$ cat config.mk
export PLATFORM = sky130hd
export DESIGN_NAME = cv_bus_top
export DESIGN_NICKNAME = d
export VERILOG_FILES = /design/src/cv_bus_pkg.sv /design/src/cv_bus_top.sv /design/src/cv_read_merge.sv /design/src/cv_addr_decode.sv /design/src/cv_req_stage.sv
export SDC_FILE = /design/constraint.sdc
export NUM_CORES = 1
export LEC_CHECK = 0
export ABC_AREA = 1
export CAP_MARGIN = 40
export CORE_ASPECT_RATIO = 0.8
export CORE_MARGIN = 4
export CORE_UTILIZATION = 40
export DETAILED_ROUTE_END_ITERATION = 8
export DONT_BUFFER_PORTS = 1
export SYNTH_ARGS = -nofsm -noshare
export SYNTH_HDL_FRONTEND = slang
export SYNTH_HIERARCHICAL = 1
export SYNTH_SLANG_ARGS = --single-unit
export TNS_END_PERCENT = 20
$ cat constraint.sdc
create_clock -name clk_i -period 3 [get_ports clk_i]
set_input_delay 0.6 -clock clk_i [delete_from_list [all_inputs] [get_ports clk_i]]
set_output_delay 0.6 -clock clk_i [all_outputs]
set_load 0.05 [all_outputs]
$ cat src/cv_bus_pkg.sv
// Colecovision bus constants; I/O ports decode on address bits 7:5 only, the upper byte is ignored
package cv_bus_pkg;

  // --------------------
  // Bus widths
  // --------------------

  // CPU address and data
  localparam int addr_w = 16;
  localparam int data_w = 8;

  // Value of a source that is not selected, the board pulls the bus high
  localparam logic [data_w-1:0] d_inact = 8'hFF;

  // Device address widths
  localparam int bios_a_w = 13;
  localparam int ram_a_w  = 10;
  localparam int cart_a_w = 20;
  localparam int page_w   = 6;

  // --------------------
  // Memory map
  // --------------------

  // BIOS ROM, 8 KB
  localparam logic [addr_w-1:0] bios_base       = 16'h0000;
  // CPU RAM, 1 KB mirrored over 8 KB
  localparam logic [addr_w-1:0] ram_base        = 16'h6000;
  // Cartridge, fixed window on the last page
  localparam logic [addr_w-1:0] cart_base       = 16'h8000;
  // Cartridge, window behind the page register
  localparam logic [addr_w-1:0] cart_paged_base = 16'hC000;
  // Reads here load the page register
  localparam logic [addr_w-1:0] page_sel_base   = 16'hFFC0;

  // --------------------
  // I/O map
  // --------------------

  // VDP data and control, mode on bit 0
  localparam logic [7:0] io_vdp_base = 8'hA0;
  // PSG on writes, controller on reads
  localparam logic [7:0] io_psg_base = 8'hE0;

  // Source of the read data, travels from decode to merge
  typedef enum logic [2:0] {
    none,
    bios,
    ram,
    cart,
    vdp,
    ctrl
  } dev_sel_t;

endpackage
$ cat src/cv_bus_top.sv
// Colecovision bus pipeline; latency is 3 edges, 4 for M1, and responses cannot be stalled
`timescale 1ns/1ps

module cv_bus_top
(
  input  logic                            clk_i,
  input  logic                            reset_n_s,
  // CPU request and response
  input  logic                            req_valid_i,
  output logic                            req_ready_o,
  input  logic [cv_bus_pkg::addr_w-1:0]   req_addr_i,
  input  logic                            req_io_i,
  input  logic                            req_wr_i,
  input  logic                            req_m1_i,
  input  logic [cv_bus_pkg::data_w-1:0]   req_wdata_i,
  output logic                            resp_valid_o,
  output logic [cv_bus_pkg::data_w-1:0]   resp_rdata_o,
  // Cartridge size
  input  logic [cv_bus_pkg::page_w-1:0]   cart_pages_i,
  // Memories
  output logic                            bios_ce_n_o,
  output logic [cv_bus_pkg::bios_a_w-1:0] bios_a_o,
  input  logic [cv_bus_pkg::data_w-1:0]   bios_d_i,
  output logic                            ram_ce_n_o,
  output logic                            ram_we_n_o,
  output logic [cv_bus_pkg::ram_a_w-1:0]  ram_a_o,
  input  logic [cv_bus_pkg::data_w-1:0]   ram_d_i,
  output logic                            cart_ce_n_o,
  output logic [cv_bus_pkg::cart_a_w-1:0] cart_a_o,
  input  logic [cv_bus_pkg::data_w-1:0]   cart_d_i,
  // I/O chips
  output logic                            vdp_r_n_o,
  output logic                            vdp_w_n_o,
  output logic                            vdp_mode_o,
  input  logic [cv_bus_pkg::data_w-1:0]   vdp_d_i,
  output logic                            psg_we_n_o,
  output logic                            ctrl_r_n_o,
  input  logic [cv_bus_pkg::data_w-1:0]   ctrl_d_i,
  output logic [cv_bus_pkg::data_w-1:0]   periph_d_o
);

  import cv_bus_pkg::*;

  // Request stage to decode
  logic              stg_valid;
  logic [addr_w-1:0] stg_addr;
  logic              stg_io;
  logic              stg_wr;
  logic [data_w-1:0] stg_wdata;

  // Decode to merge
  logic              dec_valid;
  logic              dec_wr;
  dev_sel_t          dec_sel;

  // --------------------
  // Stage 1, request and M1 wait
  // --------------------
  cv_req_stage i_req_stage (
    .clk_i        (clk_i),
    .reset_n_s    (reset_n_s),
    .req_valid_i  (req_valid_i),
    .req_addr_i   (req_addr_i),
    .req_io_i     (req_io_i),
    .req_wr_i     (req_wr_i),
    .req_m1_i     (req_m1_i),
    .req_wdata_i  (req_wdata_i),
    .req_ready_o  (req_ready_o),
    .stg_valid_o  (stg_valid),
    .stg_addr_o   (stg_addr),
    .stg_io_o     (stg_io),
    .stg_wr_o     (stg_wr),
    .stg_wdata_o  (stg_wdata)
  );

  // Stage 2, decode and device strobes
  cv_addr_decode i_addr_decode (
    .clk_i        (clk_i),
    .reset_n_s    (reset_n_s),
    .stg_valid_i  (stg_valid),
    .stg_addr_i   (stg_addr),
    .stg_io_i     (stg_io),
    .stg_wr_i     (stg_wr),
    .stg_wdata_i  (stg_wdata),
    .cart_pages_i (cart_pages_i),
    .bios_ce_n_o  (bios_ce_n_o),
    .bios_a_o     (bios_a_o),
    .ram_ce_n_o   (ram_ce_n_o),
    .ram_we_n_o   (ram_we_n_o),
    .ram_a_o      (ram_a_o),
    .cart_ce_n_o  (cart_ce_n_o),
    .cart_a_o     (cart_a_o),
    .vdp_r_n_o    (vdp_r_n_o),
    .vdp_w_n_o    (vdp_w_n_o),
    .vdp_mode_o   (vdp_mode_o),
    .psg_we_n_o   (psg_we_n_o),
    .ctrl_r_n_o   (ctrl_r_n_o),
    .periph_d_o   (periph_d_o),
    .dec_valid_o  (dec_valid),
    .dec_wr_o     (dec_wr),
    .dec_sel_o    (dec_sel)
  );

  // Stage 3, read data merge
  cv_read_merge i_read_merge (
    .clk_i        (clk_i),
    .reset_n_s    (reset_n_s),
    .dec_valid_i  (dec_valid),
    .dec_wr_i     (dec_wr),
    .dec_sel_i    (dec_sel),
    .bios_d_i     (bios_d_i),
    .ram_d_i      (ram_d_i),
    .cart_d_i     (cart_d_i),
    .vdp_d_i      (vdp_d_i),
    .ctrl_d_i     (ctrl_d_i),
    .resp_valid_o (resp_valid_o),
    .resp_rdata_o (resp_rdata_o)
  );

endmodule

$ cat src/cv_read_merge.sv
// Read data merge; device data must be stable in the cycle where dec_valid_i is high
`timescale 1ns/1ps

module cv_read_merge
(
  input  logic                          clk_i,
  input  logic                          reset_n_s,
  input  logic                          dec_valid_i,
  input  logic                          dec_wr_i,
  input  cv_bus_pkg::dev_sel_t          dec_sel_i,
  input  logic [cv_bus_pkg::data_w-1:0] bios_d_i,
  input  logic [cv_bus_pkg::data_w-1:0] ram_d_i,
  input  logic [cv_bus_pkg::data_w-1:0] cart_d_i,
  input  logic [cv_bus_pkg::data_w-1:0] vdp_d_i,
  input  logic [cv_bus_pkg::data_w-1:0] ctrl_d_i,
  output logic                          resp_valid_o,
  output logic [cv_bus_pkg::data_w-1:0] resp_rdata_o
);

  import cv_bus_pkg::*;

  // Masked sources
  logic [data_w-1:0] d_bios_s;
  logic [data_w-1:0] d_ram_s;
  logic [data_w-1:0] d_cart_s;
  logic [data_w-1:0] d_vdp_s;
  logic [data_w-1:0] d_ctrl_s;
  logic [data_w-1:0] merged_s;

  // --------------------
  // Source masking
  // --------------------
  always_comb
  begin
    d_bios_s = d_inact;
    d_ram_s  = d_inact;
    d_cart_s = d_inact;
    d_vdp_s  = d_inact;
    d_ctrl_s = d_inact;
    // A write reads back as an idle bus
    if (!dec_wr_i)
    begin
      case (dec_sel_i)
        bios:    d_bios_s = bios_d_i;
        ram:     d_ram_s  = ram_d_i;
        cart:    d_cart_s = cart_d_i;
        vdp:     d_vdp_s  = vdp_d_i;
        ctrl:    d_ctrl_s = ctrl_d_i;
        default: ;
      endcase
    end
  end

  // Wired-AND of the bus, unmapped reads give all ones
  assign merged_s = d_bios_s & d_ram_s & d_cart_s & d_vdp_s & d_ctrl_s;

  // Response valid
  always_ff @(posedge clk_i or negedge reset_n_s)
  begin
    if (!reset_n_s)
      resp_valid_o <= 1'b0;
    else
      resp_valid_o <= dec_valid_i;
  end

  // Response data
  always_ff @(posedge clk_i)
  begin
    if (dec_valid_i)
      resp_rdata_o <= merged_s;
  end

  // Decode never selects a source for a write
  assert property (@(posedge clk_i) disable iff (!reset_n_s)
    (dec_valid_i && dec_wr_i) |-> (dec_sel_i == none));

endmodule

$ cat src/cv_addr_decode.sv
// Registered map decode; strobes last one cycle per request and devices must sample at its end
`timescale 1ns/1ps

module cv_addr_decode
(
  input  logic                            clk_i,
  input  logic                            reset_n_s,
  input  logic                            stg_valid_i,
  input  logic [cv_bus_pkg::addr_w-1:0]   stg_addr_i,
  input  logic                            stg_io_i,
  input  logic                            stg_wr_i,
  input  logic [cv_bus_pkg::data_w-1:0]   stg_wdata_i,
  input  logic [cv_bus_pkg::page_w-1:0]   cart_pages_i,
  output logic                            bios_ce_n_o,
  output logic [cv_bus_pkg::bios_a_w-1:0] bios_a_o,
  output logic                            ram_ce_n_o,
  output logic                            ram_we_n_o,
  output logic [cv_bus_pkg::ram_a_w-1:0]  ram_a_o,
  output logic                            cart_ce_n_o,
  output logic [cv_bus_pkg::cart_a_w-1:0] cart_a_o,
  output logic                            vdp_r_n_o,
  output logic                            vdp_w_n_o,
  output logic                            vdp_mode_o,
  output logic                            psg_we_n_o,
  output logic                            ctrl_r_n_o,
  output logic [cv_bus_pkg::data_w-1:0]   periph_d_o,
  output logic                            dec_valid_o,
  output logic                            dec_wr_o,
  output cv_bus_pkg::dev_sel_t            dec_sel_o
);

  import cv_bus_pkg::*;

  // Cycle type
  logic mem_rd;
  logic mem_wr;
  logic io_rd;
  logic io_wr;

  // Range hits
  logic hit_bios;
  logic hit_ram;
  logic hit_cart;
  logic hit_paged;
  logic hit_page_sel;
  logic hit_vdp;
  logic hit_psg;

  // Page register and the page used for this request
  logic [page_w-1:0] page_q;
  logic [page_w-1:0] page_s;

  // Selection stage that lines up with the strobes
  dev_sel_t sel_s;
  dev_sel_t sel_q;
  logic     sel_valid_q;
  logic     sel_wr_q;

  assign mem_rd = stg_valid_i & ~stg_io_i & ~stg_wr_i;
  assign mem_wr = stg_valid_i & ~stg_io_i &  stg_wr_i;
  assign io_rd  = stg_valid_i &  stg_io_i & ~stg_wr_i;
  assign io_wr  = stg_valid_i &  stg_io_i &  stg_wr_i;

  // --------------------
  // Range decode
  // --------------------
  // BIOS and RAM are both 8 KB regions
  assign hit_bios     = stg_addr_i[addr_w-1:bios_a_w] == bios_base[addr_w-1:bios_a_w];
  assign hit_ram      = stg_addr_i[addr_w-1:bios_a_w] == ram_base[addr_w-1:bios_a_w];
  assign hit_cart     = stg_addr_i[addr_w-1] == cart_base[addr_w-1];
  assign hit_paged    = stg_addr_i[addr_w-1:14] == cart_paged_base[addr_w-1:14];
  assign hit_page_sel = stg_addr_i[addr_w-1:6] == page_sel_base[addr_w-1:6];
  // I/O ports compare on bits 7:5
  assign hit_vdp      = stg_addr_i[7:5] == io_vdp_base[7:5];
  assign hit_psg      = stg_addr_i[7:5] == io_psg_base[7:5];

  // Lower window is fixed to the last page
  assign page_s = hit_paged ? page_q : cart_pages_i;

  // Writes never select a read data source
  always_comb
  begin
    sel_s = none;
    if (mem_rd && hit_bios)
      sel_s = bios;
    else if (mem_rd && hit_ram)
      sel_s = ram;
    else if (mem_rd && hit_cart)
      sel_s = cart;
    else if (io_rd && hit_vdp)
      sel_s = vdp;
    else if (io_rd && hit_psg)
      sel_s = ctrl;
  end

  // --------------------
  // Strobes and pipeline
  // --------------------
  always_ff @(posedge clk_i or negedge reset_n_s)
  begin
    if (!reset_n_s)
    begin
      bios_ce_n_o <= 1'b1;
      ram_ce_n_o  <= 1'b1;
      ram_we_n_o  <= 1'b1;
      cart_ce_n_o <= 1'b1;
      vdp_r_n_o   <= 1'b1;
      vdp_w_n_o   <= 1'b1;
      psg_we_n_o  <= 1'b1;
      ctrl_r_n_o  <= 1'b1;
      page_q      <= '0;
      sel_valid_q <= 1'b0;
      sel_wr_q    <= 1'b0;
      sel_q       <= none;
      dec_valid_o <= 1'b0;
      dec_wr_o    <= 1'b0;
      dec_sel_o   <= none;
    end
    else
    begin
      // ROM ranges only strobe on reads
      bios_ce_n_o <= ~(mem_rd & hit_bios);
      ram_ce_n_o  <= ~((mem_rd | mem_wr) & hit_ram);
      ram_we_n_o  <= ~(mem_wr & hit_ram);
      cart_ce_n_o <= ~(mem_rd & hit_cart);
      vdp_r_n_o   <= ~(io_rd & hit_vdp);
      vdp_w_n_o   <= ~(io_wr & hit_vdp);
      psg_we_n_o  <= ~(io_wr & hit_psg);
      ctrl_r_n_o  <= ~(io_rd & hit_psg);
      // Page select read limited to the pages the cartridge has
      if (mem_rd && hit_page_sel)
        page_q <= stg_addr_i[page_w-1:0] & cart_pages_i;
      sel_valid_q <= stg_valid_i;
      sel_wr_q    <= stg_valid_i & stg_wr_i;
      sel_q       <= sel_s;
      // Second step lines up with the device data
      dec_valid_o <= sel_valid_q;
      dec_wr_o    <= sel_wr_q;
      dec_sel_o   <= sel_q;
    end
  end

  // Device address and write data
  always_ff @(posedge clk_i)
  begin
    if (stg_valid_i)
    begin
      bios_a_o   <= stg_addr_i[bios_a_w-1:0];
      ram_a_o    <= stg_addr_i[ram_a_w-1:0];
      cart_a_o   <= {page_s, stg_addr_i[cart_a_w-page_w-1:0]};
      vdp_mode_o <= stg_addr_i[0];
      periph_d_o <= stg_wdata_i;
    end
  end

  // At most one chip select, read or write strobe per cycle
  assert property (@(posedge clk_i) disable iff (!reset_n_s)
    $onehot0(~{bios_ce_n_o, ram_ce_n_o, cart_ce_n_o, vdp_r_n_o,
               vdp_w_n_o, psg_we_n_o, ctrl_r_n_o}));

endmodule

$ cat src/cv_req_stage.sv
// Request register with M1 wait; the CPU side must hold its request fields while ready is low
`timescale 1ns/1ps

module cv_req_stage
(
  input  logic                          clk_i,
  input  logic                          reset_n_s,
  input  logic                          req_valid_i,
  input  logic [cv_bus_pkg::addr_w-1:0] req_addr_i,
  input  logic                          req_io_i,
  input  logic                          req_wr_i,
  input  logic                          req_m1_i,
  input  logic [cv_bus_pkg::data_w-1:0] req_wdata_i,
  output logic                          req_ready_o,
  output logic                          stg_valid_o,
  output logic [cv_bus_pkg::addr_w-1:0] stg_addr_o,
  output logic                          stg_io_o,
  output logic                          stg_wr_o,
  output logic [cv_bus_pkg::data_w-1:0] stg_wdata_o
);

  // Held request present
  logic valid_q;
  // M1 wait flip-flop, set for one cycle after an M1 fetch
  logic wait_q;
  logic accept_s;

  // No new request while the M1 wait runs
  assign req_ready_o = ~wait_q;
  assign accept_s    = req_valid_i & req_ready_o;

  // Request is passed on only once the wait is over
  assign stg_valid_o = valid_q & ~wait_q;

  // --------------------
  // Control state
  // --------------------
  always_ff @(posedge clk_i or negedge reset_n_s)
  begin
    if (!reset_n_s)
    begin
      valid_q <= 1'b0;
      wait_q  <= 1'b0;
    end
    else if (wait_q)
    begin
      // Wait ends, held request stays for decode
      wait_q <= 1'b0;
    end
    else
    begin
      valid_q <= accept_s;
      wait_q  <= accept_s & req_m1_i;
    end
  end

  // Request fields, loaded on acceptance only
  always_ff @(posedge clk_i)
  begin
    if (accept_s)
    begin
      stg_addr_o  <= req_addr_i;
      stg_io_o    <= req_io_i;
      stg_wr_o    <= req_wr_i;
      stg_wdata_o <= req_wdata_i;
    end
  end

  // An M1 fetch blocks exactly the next edge, then ready returns
  assert property (@(posedge clk_i) disable iff (!reset_n_s)
    (accept_s && req_m1_i) |=> !req_ready_o ##1 req_ready_o);

  // CPU side keeps a stalled request stable
  assert property (@(posedge clk_i) disable iff (!reset_n_s)
    (req_valid_i && !req_ready_o) |=> (req_valid_i && $stable(req_addr_i)
                                       && $stable(req_wr_i) && $stable(req_io_i)));

endmodule

# == Word level (Yosys, flattened, before mapping) ==
# Cells that the tools add are included.
# word_totals
latch_bits,0
input_bits,76
regBits,113
mem_bits_ro,0
out_inout_bits,70
elab_cells,97
n_memories,0
ramBits,0
# classes
order_cmp,0
n_addsub,0
bitwise_logic,35
n_eq_ne,10
shifts,0
n_div,0
mul,0
mux,17
reduce_logical,7
# op_table
cell,n
8-bit two-way mux,10
8-bit AND,4
1-bit AND,18
3-bit two-way mux,5
"3-bit equality test, second input constant",4
1-bit NOT,11
"10-bit equality test, second input constant",1
"3-bit by 2-bit equality test with 1-bit output, second input constant",3
6-bit AND,1
1-bit logical AND,6
6-bit two-way mux,1
"3-bit by 1-bit equality test with 1-bit output, second input constant",1
3-bit logical NOT,1
"2-bit equality test, second input constant",1
1-bit two-way mux,1
1-bit OR,1

# == Depth between registers and ports, before layout ==
# Gate-level depths: netlist (run 1).
# depth
word_depth,10
mapped_depth,7
mapped_depth_nobuf,7

# == Hierarchy ==
# The synthesis (run 1) kept the hierarchy.
# by_module_without_submodules
module,cells_each,area_per_inst_um2,seq_area_each_um2,n_inst
cv_addr_decode,152,2048.2,1451.4,1
cv_req_stage,37,872.1,830.8,1
cv_read_merge,119,725.7,265.3,1

# == Least setup slack after synthesis (run 1) ==
# No wires, ideal clock.
# synth_path
path_type,reg2reg
startpoint,register i_req_stage.wait_q
endpoint,register i_addr_decode.page_q[0]
slack_ps,392
t_required_ps,2884
t_arrival_ps,2491
n_path_buf,0
path_stages_with_launch,7
setup_ps,116
period_less_slack_ps,2608
path_cell_list,dfrtp_1 -> nor2_1 -> nand3_4 -> nor2_8 -> nand2_4 -> nand2_1 -> nand2_1
# synth_via
elab_chain_len,5
# synth_rtl
element,line,rtl
from (decl),cv_req_stage.sv:25,logic wait_q;
from (signal assigned),cv_req_stage.sv:53,wait_q <= accept_s & req_m1_i;
1-bit NOT,cv_req_stage.sv:33,assign stg_valid_o = valid_q & ~wait_q;
1-bit AND,cv_req_stage.sv:33,
net stg_valid,cv_bus_top.sv:45,logic stg_valid;
1-bit AND (2 in a row),cv_addr_decode.sv:59,assign mem_rd = stg_valid_i & ~stg_io_i & ~stg_wr_i;
1-bit logical AND,cv_addr_decode.sv:131,if (mem_rd && hit_page_sel)
to (signal assigned),cv_addr_decode.sv:132,page_q <= stg_addr_i[page_w-1:0] & cart_pages_i;
to (decl),cv_addr_decode.sv:50,logic [page_w-1:0] page_q;
# The timed path passes the listed nets, and every way through them passes these cells.
# A chain may end at the register's enable or synchronous reset.

==> results_dict.tcl, run 1 <==
set metrics [dict create \
    path_cells "buf_12" \
    ys_ff_latch 89 \
    arrival_ns 1.31 \
    clk_latency_ns 0.33 \
    critPathCaptureType "output port" \
    finalHoldViolCount 0 \
    cts_resized 0 \
    fin_tns_setup_ns 0 \
    drcViolationCount 0 \
    netlist_instances 308 \
    peakVddDrop_uv 390 \
    die_w_um 115 \
    htreeDepth 3 \
    skew_ns 0.00547 \
    finalMaxSlewViolations 0 \
    numCtsBuffers 9 \
    relSlewSlack_pct 54.2 \
    syn2layout_area_growth_pct 12.4 \
    crit_buf_inv 1 \
    status "complete, no violations" \
    std_cell_rows 30 \
    yosysWarnings 6 \
    final-setup-viol-count 0 \
    fmax_ghz 0.524 \
    gp_congestion 0.774 \
    core_area_um2 8670 \
    clk_pin_slew_ns 0.06 \
    drive_gt1_share_pct 18.7 \
    clockBufferDepth 2 \
    max_stage_delay_ns 0.69 \
    powerDensity_nw_per_um2 682 \
    syn_avg_cell_area_um2 11.8 \
    io_buffers 0 \
    cp.required_ns 2.40 \
    post-route-min-period_ns 1.91 \
    grt_usage_pct 13.4 \
    finalWirelength_um 6920 \
    antenna_found_initial 0 \
    final.fill_count 767 \
    reg2reg_setup_slack_ns 1.29 \
    timing.rr.start "i_req_stage/wait_q" \
    grt_start_max_net_pins 27 \
    dpl.hpwl_um 5170 \
    cts_sinks 89 \
    synth_nets 384 \
    power_mw 2.80 \
    cts-root-buf "clkbuf_16" \
    post_cts_buffers 0 \
    hp-class "in -> async" \
    crit_path_start_kind "flip-flop" \
    cp_max_fo 3 \
    synth_cell_types 22 \
    drtIter0Drc 114 \
    period_share_pct 63.7 \
    initial_utilization_pct 42.0 \
    drt-wirelength-per-cell_um 16.2 \
    seq_area_frac_synth_pct 69.9 \
    grt_first_pass_wirelength_um 10600 \
    layout_common_cells "64 x nand2_1, 62 x edfxtp_1, 41 x inv_1, 39 x nor2_1, 19 x dfrtp_1" \
    crit_family "flip-flops" \
    final_common_cell "nand2_1" \
    vias 1995 \
    drtAntennaViolNets 0 \
    crit_slowest_cell "edfxtp_1" \
    diodes 0 \
    p_leak_nw 1.78 \
    fp.dieH_um 93.4 \
    r2r_end "i_addr_decode/page_q[5]" \
    ios 146 \
    grt-ovfl-total 0 \
    nets 387 \
    vias_per_cell 4.66 \
    cap_violations 0 \
    cts_tree "done" \
    grt_pass1_vias 2046 \
    worst_pin_slew_ns 0.685 \
    rsz0062_at_grt "no" \
    r2r_cells 6 \
    first_pass_iters 5 \
    syn_area_um2 3650 \
    holdWs_ns 0.108 \
    dieArea_um2 10700 \
    crit_type "reg -> out" \
]
[registers in the layout (all words and copies together) (netlist names), 3 cells and up]
name and flops:
i_addr_decode/periph_d_o 8, i_req_stage/stg_addr_o 16, i_addr_decode/cart_a_o 8, i_addr_decode/bios_a_o 12, i_addr_decode/sel_q 3, i_addr_decode/page_q 6, i_req_stage/stg_wdata_o 8, i_addr_decode/dec_sel_o 3
i_read_merge/resp_rdata_o 8
[where the power goes]
group	internal (mW)	leakage, nW	switching, mW	total [mW]
clock network	0.568	0.130	0.461	1.03
logic	0.0552	0.764	0.203	0.258
registers	1.40	0.882	0.110	1.51
[per-stage QoR]
step,setup WS [ns],utilization [%],cell area [um2],instances
detailed placement,1.27,43.8,3790,410
floorplan,0.392,-,3650,308
global placement,1.34,42.8,3710,407
finish,1.09,47.3,4100,428
CTS,1.07,47.1,4080,427
global route,1.05,47.3,4100,428
[worst max-delay path by stage]
| stage | start | slack, ns | cells past startpoint | end |
|---|---|---|---|---|
| 6_report | i_addr_decode/bios_a_o[0] | 1.09 | 1 | ram_a_o[0] |
| 5_1_grt | i_addr_decode/bios_a_o[0] | 1.05 | 1 | bios_a_o[0] |
| 4_1_cts | i_addr_decode/bios_a_o[0] | 1.07 | 1 | bios_a_o[0] |
| 3_5_place_dp | i_req_stage/wait_q | 1.27 | 6 | i_addr_decode/page_q[2] |
| 3_3_place_gp | i_req_stage/wait_q | 1.34 | 6 | i_addr_decode/page_q[2] |
| 2_1_floorplan | i_req_stage/wait_q | 0.39 | 6 | i_addr_decode/page_q[0] |
[layer usage]
metal / track usage (%) / up-vias / routed length (um)
li1: - / 973 / -
met4: 4.79 / 0 / 59
met3: 9.31 / 9 / 944
met5: 0 / - / 0
met1: 14.6 / 928 / 2690
met2: 20.4 / 85 / 3220
[worst reg2reg max path, stage by stage (launching register included)]
cell	delay [ns]
dfrtp_1	0.43
nor2_4	0.57
nand3_4	0.19
nor2_8	0.20
nand2_4	0.09
nand2_1	0.07
nand2_1	0.05
[kinds of logic (layout without fill, tap and decap cells)]
| family | after synthesis | after routing | share of synthesized area, % |
|---|---|---|---|
| buffers and inverters | 69 | 77 | 9.61 |
| flip-flops | 89 | 89 | 69.9 |
| AND/OR/NAND/NOR | 143 | 143 | 18.5 |
| AO/OA/AOI/OAI | 1 | 1 | 0.137 |
| multiplexers | 6 | 6 | 1.85 |
[cells in the mapped netlist]
cell,number,share of area (%)
nand3_2,3,0.82
inv_1,41,4.2
nor2_1,40,4.1
nand2_1,64,6.6
buf_2,1,0.14
nand3_4,1,0.48
nor3_1,1,0.14
buf_4,24,4.9
edfxtp_1,62,51
nand2_4,1,0.31
nand2_2,5,0.86
mux2_1,6,1.9
nand3_1,17,2.3
nor2_4,1,0.31
inv_2,3,0.31
a21oi_1,1,0.14
nor2_8,2,1.1
nor3_2,1,0.27
dfstp_2,8,5.8
nor2_2,2,0.34
dfrtp_1,19,13
nand4_1,5,0.86
[timing repair]
| item | CTS | global route |
|---|---|---|
| hold endpoints to repair | 19 | 0 |
| hold buffers | 1 | 0 |
| endpoints found under the setup margin | 0 | 0 |
[layout make-up]
cell class                      instances  area, um2  area share (%)
Timing Repair Buffer                   17        210            5.13
Clock inverter                          7       53.8            1.31
Clock buffer                            9        225            5.50
Multi-Input combinational cell        150        756            18.4
Tap cell                              112        140            3.42
Inverter                               44        165            4.03
Sequential cell                        89       2550            62.2
Power figures use the tool's default switching activity.
==> run 2, diff against run 1 <==
- clock period: 3 -> 1.82 ns (I/O delays scaled with it)
==> run 2 against run 1 <==
Compared with the run above:
- via count up 1.1%
- final cell count increased by 0.70%
- non-clock buffer count is 3 higher
==> results_dict.tcl, run 2 (synthesis results as in run 1) <==
set metrics [dict create \
    clk_pin_slew_ns 0.07 \
    finalWirelength_um 6840 \
    final-setup-viol-count 0 \
    post_cts_buffers 0 \
    first_pass_iters 4 \
    crit_slowest_cell "dfrtp_1" \
    skew_ns 0.00930 \
    crit_family "flip-flops" \
    std_cell_rows 30 \
    clockBufferDepth 2 \
    rsz0062_at_grt "no" \
    top_regs "i_req_stage/stg_addr_o: 16 flops, i_addr_decode/bios_a_o: 12 flops" \
    whs_endpoint "i_req_stage/stg_wdata_o[5]" \
    clk_latency_ns 0.34 \
    diodes 0 \
    initial_utilization_pct 42.0 \
    timing.rr.start "i_addr_decode/dec_sel_o[2]" \
    drive_gt1_share_pct 19.4 \
    powerDensity_nw_per_um2 1170 \
    hp-class "in -> reg" \
    drtIter0Drc 113 \
    drt-wirelength-per-cell_um 15.9 \
    drtAntennaViolNets 0 \
    grt_pass1_vias 2008 \
    largest_reg_flops 16 \
    cap_violations 0 \
    drcViolationCount 0 \
    core_area_um2 8670 \
    numCtsBuffers 9 \
    syn2layout_area_growth_pct 12.5 \
    antenna_found_initial 0 \
    gp_congestion 0.776 \
    nets 390 \
    hold_depth 0 \
    final.fill_count 779 \
    cp.required_ns 1.90 \
    fp.dieH_um 93.4 \
    final_common_cell "nand2_1" \
    crit_path_start_kind "flip-flop" \
    ios 146 \
    reg2reg_setup_slack_ns 0.34 \
    vias_per_cell 4.68 \
    critPathCaptureType "flip-flop" \
    power_mw 4.78 \
    die_w_um 115 \
    finalHoldViolCount 0 \
    htreeDepth 3 \
    fin_tns_setup_ns 0 \
    vias 2017 \
    dieArea_um2 10700 \
    min-delay-start "req_wdata_i[5]" \
    cts_tree "done" \
    period_share_pct 81.4 \
    regArea_um2 2550 \
    r2r_end "i_read_merge/resp_rdata_o[3]" \
    cts-root-buf "clkbuf_16" \
    r2r_cells 6 \
    io_buffers 0 \
    dpl.hpwl_um 5140 \
    grt_first_pass_wirelength_um 10300 \
    p_leak_nw 1.79 \
    post-route-min-period_ns 1.48 \
    grt_start_max_net_pins 28 \
    grt-ovfl-total 0 \
    arrival_ns 1.56 \
    cts_sinks 89 \
    status "complete, no violations" \
    crit_buf_inv 1 \
    finalMaxSlewViolations 0 \
    crit_type "reg -> reg" \
    relSlewSlack_pct 67.6 \
    worst_pin_slew_ns 0.488 \
    fmax_ghz 0.675 \
    max_stage_delay_ns 0.51 \
    layout_common_cells "64 x nand2_1, 62 x edfxtp_1, 41 x inv_1, 39 x nor2_1, 19 x dfrtp_1" \
    peakVddDrop_uv 882 \
    cp_max_fo 11 \
    multi_input_area_um2 756 \
    path_cells "inv_1, nand3_2, nor2_1, nor2_1, nand2_1, nand2_1" \
    grt_usage_pct 13.1 \
    top_register "i_req_stage/stg_addr_o" \
]
## run 2: area by class of cell
type / count / area share [%]
flip-flops and latches: 89 / 62.1
clock buffers: 9 / 5.49
inverters: 44 / 4.03
repair buffers: 20 / 4.51
clock inverters: 7 / 2.01
well taps: 112 / 3.42
multi-input cells: 150 / 18.4
## run 2: routing by layer
metal  track usage, %  up-vias  wire [um]
li1                 -      983          -
met1             14.9      929       2640
met2             20.6       92       3330
met3             6.73       13        747
met4             5.96        0        122
met5                0        -          0
## run 2: report_power, final
part / switching (mW) / leakage (nW) / internal (mW)
logic: 0.343 / 0.760 / 0.0826
registers: 0.171 / 0.882 / 2.31
clock network: 0.789 / 0.152 / 1.09
total: 1.30 / 1.79 / 3.48
## run 2: metrics by stage
step | cells | area (um2) | hold slack [ns] | utilization (%) | worst slack, ns
2_1_floorplan | 308 | 3650 | 0.0684 | - | 0.160
3_3_place_gp | 413 | 3760 | 0.0694 | 43.4 | 0.442
3_5_place_dp | 413 | 3760 | 0.0693 | 43.4 | 0.351
4_1_cts | 431 | 4100 | 0.100 | 47.3 | 0.344
5_1_grt | 431 | 4100 | 0.0950 | 47.3 | 0.199
6_report | 431 | 4100 | 0.117 | 47.3 | 0.339
## run 2: how the worst max path moves through the flow
stage	startpoint	end	cells after the start
after CTS	i_addr_decode/dec_sel_o[2]	i_read_merge/resp_rdata_o[3]	6
final	i_addr_decode/dec_sel_o[2]	i_read_merge/resp_rdata_o[3]	6
after global placement	i_addr_decode/dec_sel_o[2]	i_read_merge/resp_rdata_o[6]	6
after floorplan	i_req_stage/wait_q	i_req_stage/stg_addr_o[0]	3
after global routing	i_addr_decode/dec_sel_o[2]	i_read_merge/resp_rdata_o[4]	6
after detailed placement	i_addr_decode/dec_sel_o[2]	i_read_merge/resp_rdata_o[3]	6
## run 2: repair_timing
item	4_1_cts	5_1_grt
hold endpoints to repair	27	0
resized for setup	0	0
hold buffers	2	0
==> run 3, diff against run 2 <==
- clock period: 1.82 -> 1.4 ns (I/O delays scaled with it)
==> run 3 against run 2 <==
Compared with the run above:
- sequential cell count unchanged
- utilization up 2.1 points
- total power up 30%
- routed wire length up 0.22%
- register-to-register slack worse by 0.24 ns
- highest routed layer is now met5
- hold slack worse by 0.077 ns
- count of clock-buffer cells in the layout up 1
- combinational power up 48%
- global-route usage down 0.19 points
- non-clock buffer count up 2
- critical path type is now reg -> out
==> results_dict.tcl, run 3 (synthesis results as in run 1) <==
set metrics [dict create \
    dieArea_um2 10700 \
    top_regs "i_req_stage/stg_addr_o: 16 flops, i_addr_decode/bios_a_o: 12 flops" \
    powerDensity_nw_per_um2 1460 \
    drtIter0Drc 128 \
    startpoint "i_addr_decode/bios_a_o[0]" \
    finalMaxSlewViolations 0 \
    vias 2069 \
    drtAntennaViolNets 0 \
    io_buffers 0 \
    grt_usage_pct 12.9 \
    crit_buf_inv 1 \
    finalWirelength_um 6850 \
    drive_gt1_share_pct 21.5 \
    post_cts_buffers 0 \
    period_share_pct 93.9 \
    reg2reg_setup_slack_ns 0.10 \
    critPathCapture "bios_a_o[0]" \
    htreeDepth 3 \
    cts-root-buf "clkbuf_16" \
    cts_sinks 89 \
    cp.required_ns 1.12 \
    cts_tree "done" \
    crit_path_start_kind "flip-flop" \
    p_leak_nw 1.84 \
    timing.rr.start "i_addr_decode/dec_sel_o[2]" \
    r2r_end "i_read_merge/resp_rdata_o[0]" \
    numCtsBuffers 9 \
    top_register "i_req_stage/stg_addr_o" \
    crit_slowest_cell "edfxtp_1" \
    nets 392 \
    gp_congestion 0.859 \
    cp.depth 1 \
    clk_latency_ns 0.33 \
    layout_common_cells "64 x nand2_1, 62 x edfxtp_1, 39 x nor2_1, 38 x inv_1" \
    grt_first_pass_wirelength_um 10400 \
    path_cells "buf_6" \
    std_cell_rows 30 \
    max_stage_delay_ns 0.44 \
    final_cell_count_no_fill 433 \
    drt-wirelength-per-cell_um 15.8 \
    final_common_cell "nand2_1" \
    diodes 0 \
    fmax_ghz 0.761 \
    r2r_cells 6 \
    arrival_ns 1.03 \
    finalHoldViolCount 0 \
    worst_pin_slew_ns 0.498 \
    fp.dieH_um 93.4 \
    first_pass_iters 4 \
    cap_violations 0 \
    largest_reg_flops 16 \
    clockBufferDepth 2 \
    skew_ns 0.00601 \
    crit_type "reg -> out" \
    peakVddDrop_uv 1010 \
    grt_start_max_net_pins 28 \
    die_w_um 115 \
    relSlewSlack_pct 66.9 \
    post-route-min-period_ns 1.31 \
    antenna_found_initial 1 \
    grt-ovfl-total 0 \
    cp_max_fo 2 \
    fin_ws_ns 0.0856 \
    status "complete, no violations" \
    hp-class "in -> reg" \
    critPathCaptureType "output port" \
    vias_per_cell 4.78 \
    dpl.hpwl_um 5020 \
    syn2layout_area_growth_pct 17.5 \
    ios 146 \
    clk_pin_slew_ns 0.07 \
    final-setup-viol-count 0 \
    grt_pass1_vias 2094 \
    place_ws_ns 0.0358 \
    drcViolationCount 0 \
    crit_family "flip-flops" \
    core_area_um2 8670 \
    post-place-cells 415 \
    initial_utilization_pct 42.0 \
]
## run 3: cell types whose count changed in the layout (fill, tap and decap cells not counted), moves of 3 or more
cell and delta:
buf_12 +11, buf_4 -10, inv_1 -3, nand3_2 -3, nand3_4 +3
## run 3: metrics by stage
step	hold slack [ns]	setup TNS, ns	area (um2)	power [mW]	utilization (%)
2_1_floorplan	-0.0156	-1.90	3660	3.75	-
4_1_cts	0.0212	0	4250	6.34	49.0
6_report	0.0399	0	4290	6.24	49.4
3_3_place_gp	-0.0149	0	3920	3.88	45.2
3_5_place_dp	-0.0149	0	3920	3.89	45.2
5_1_grt	0.0123	-0.00352	4290	6.48	49.4
## run 3: worst min-delay path by stage
| stage | start | end | slack, ns | cells past startpoint |
|---|---|---|---|---|
| finish | req_addr_i[2] | i_req_stage/stg_addr_o[2] | 0.04 | 0 |
| global route | req_addr_i[7] | i_req_stage/stg_addr_o[7] | 0.01 | 0 |
| CTS | req_addr_i[5] | i_req_stage/stg_addr_o[5] | 0.02 | 0 |
| detailed placement | reset_n_s | i_read_merge/resp_valid_o | -0.01 | 0 |
| global placement | reset_n_s | i_read_merge/resp_valid_o | -0.01 | 0 |
| floorplan | reset_n_s | i_addr_decode/dec_sel_o[0] | -0.02 | 0 |
## run 3: what timing repair did
action / CTS / global route
resized for setup: 0 / 9
hold endpoints to repair: 27 / 0
hold buffers: 2 / 0
setup endpoints to repair: 0 / 10
## run 3: routing by layer
| layer | routed length, um | up-vias | track usage (%) |
|---|---|---|---|
| li1 | - | 998 | - |
| met1 | 2680 | 972 | 14.6 |
| met2 | 3390 | 85 | 20.7 |
| met3 | 672 | 12 | 6.66 |
| met4 | 109 | 2 | 5.08 |
| met5 | 8 | - | 0 |
## run 3: layout make-up
cell class                      instances  area [um2]
Clock buffer                           10         229
Clock inverter                          6        72.6
Fill cell                             736        4390
Inverter                               44         169
Multi-Input combinational cell        150         783
Sequential cell                        89        2550
Tap cell                              112         140
Timing Repair Buffer                   22         342
## run 3: where the power goes
part | total (mW) | internal, mW | switching, mW
combinational | 0.627 | 0.172 | 0.456
sequential | 3.23 | 3.00 | 0.233
clock | 2.38 | 1.40 | 0.975
total | 6.24 | 4.58 | 1.66
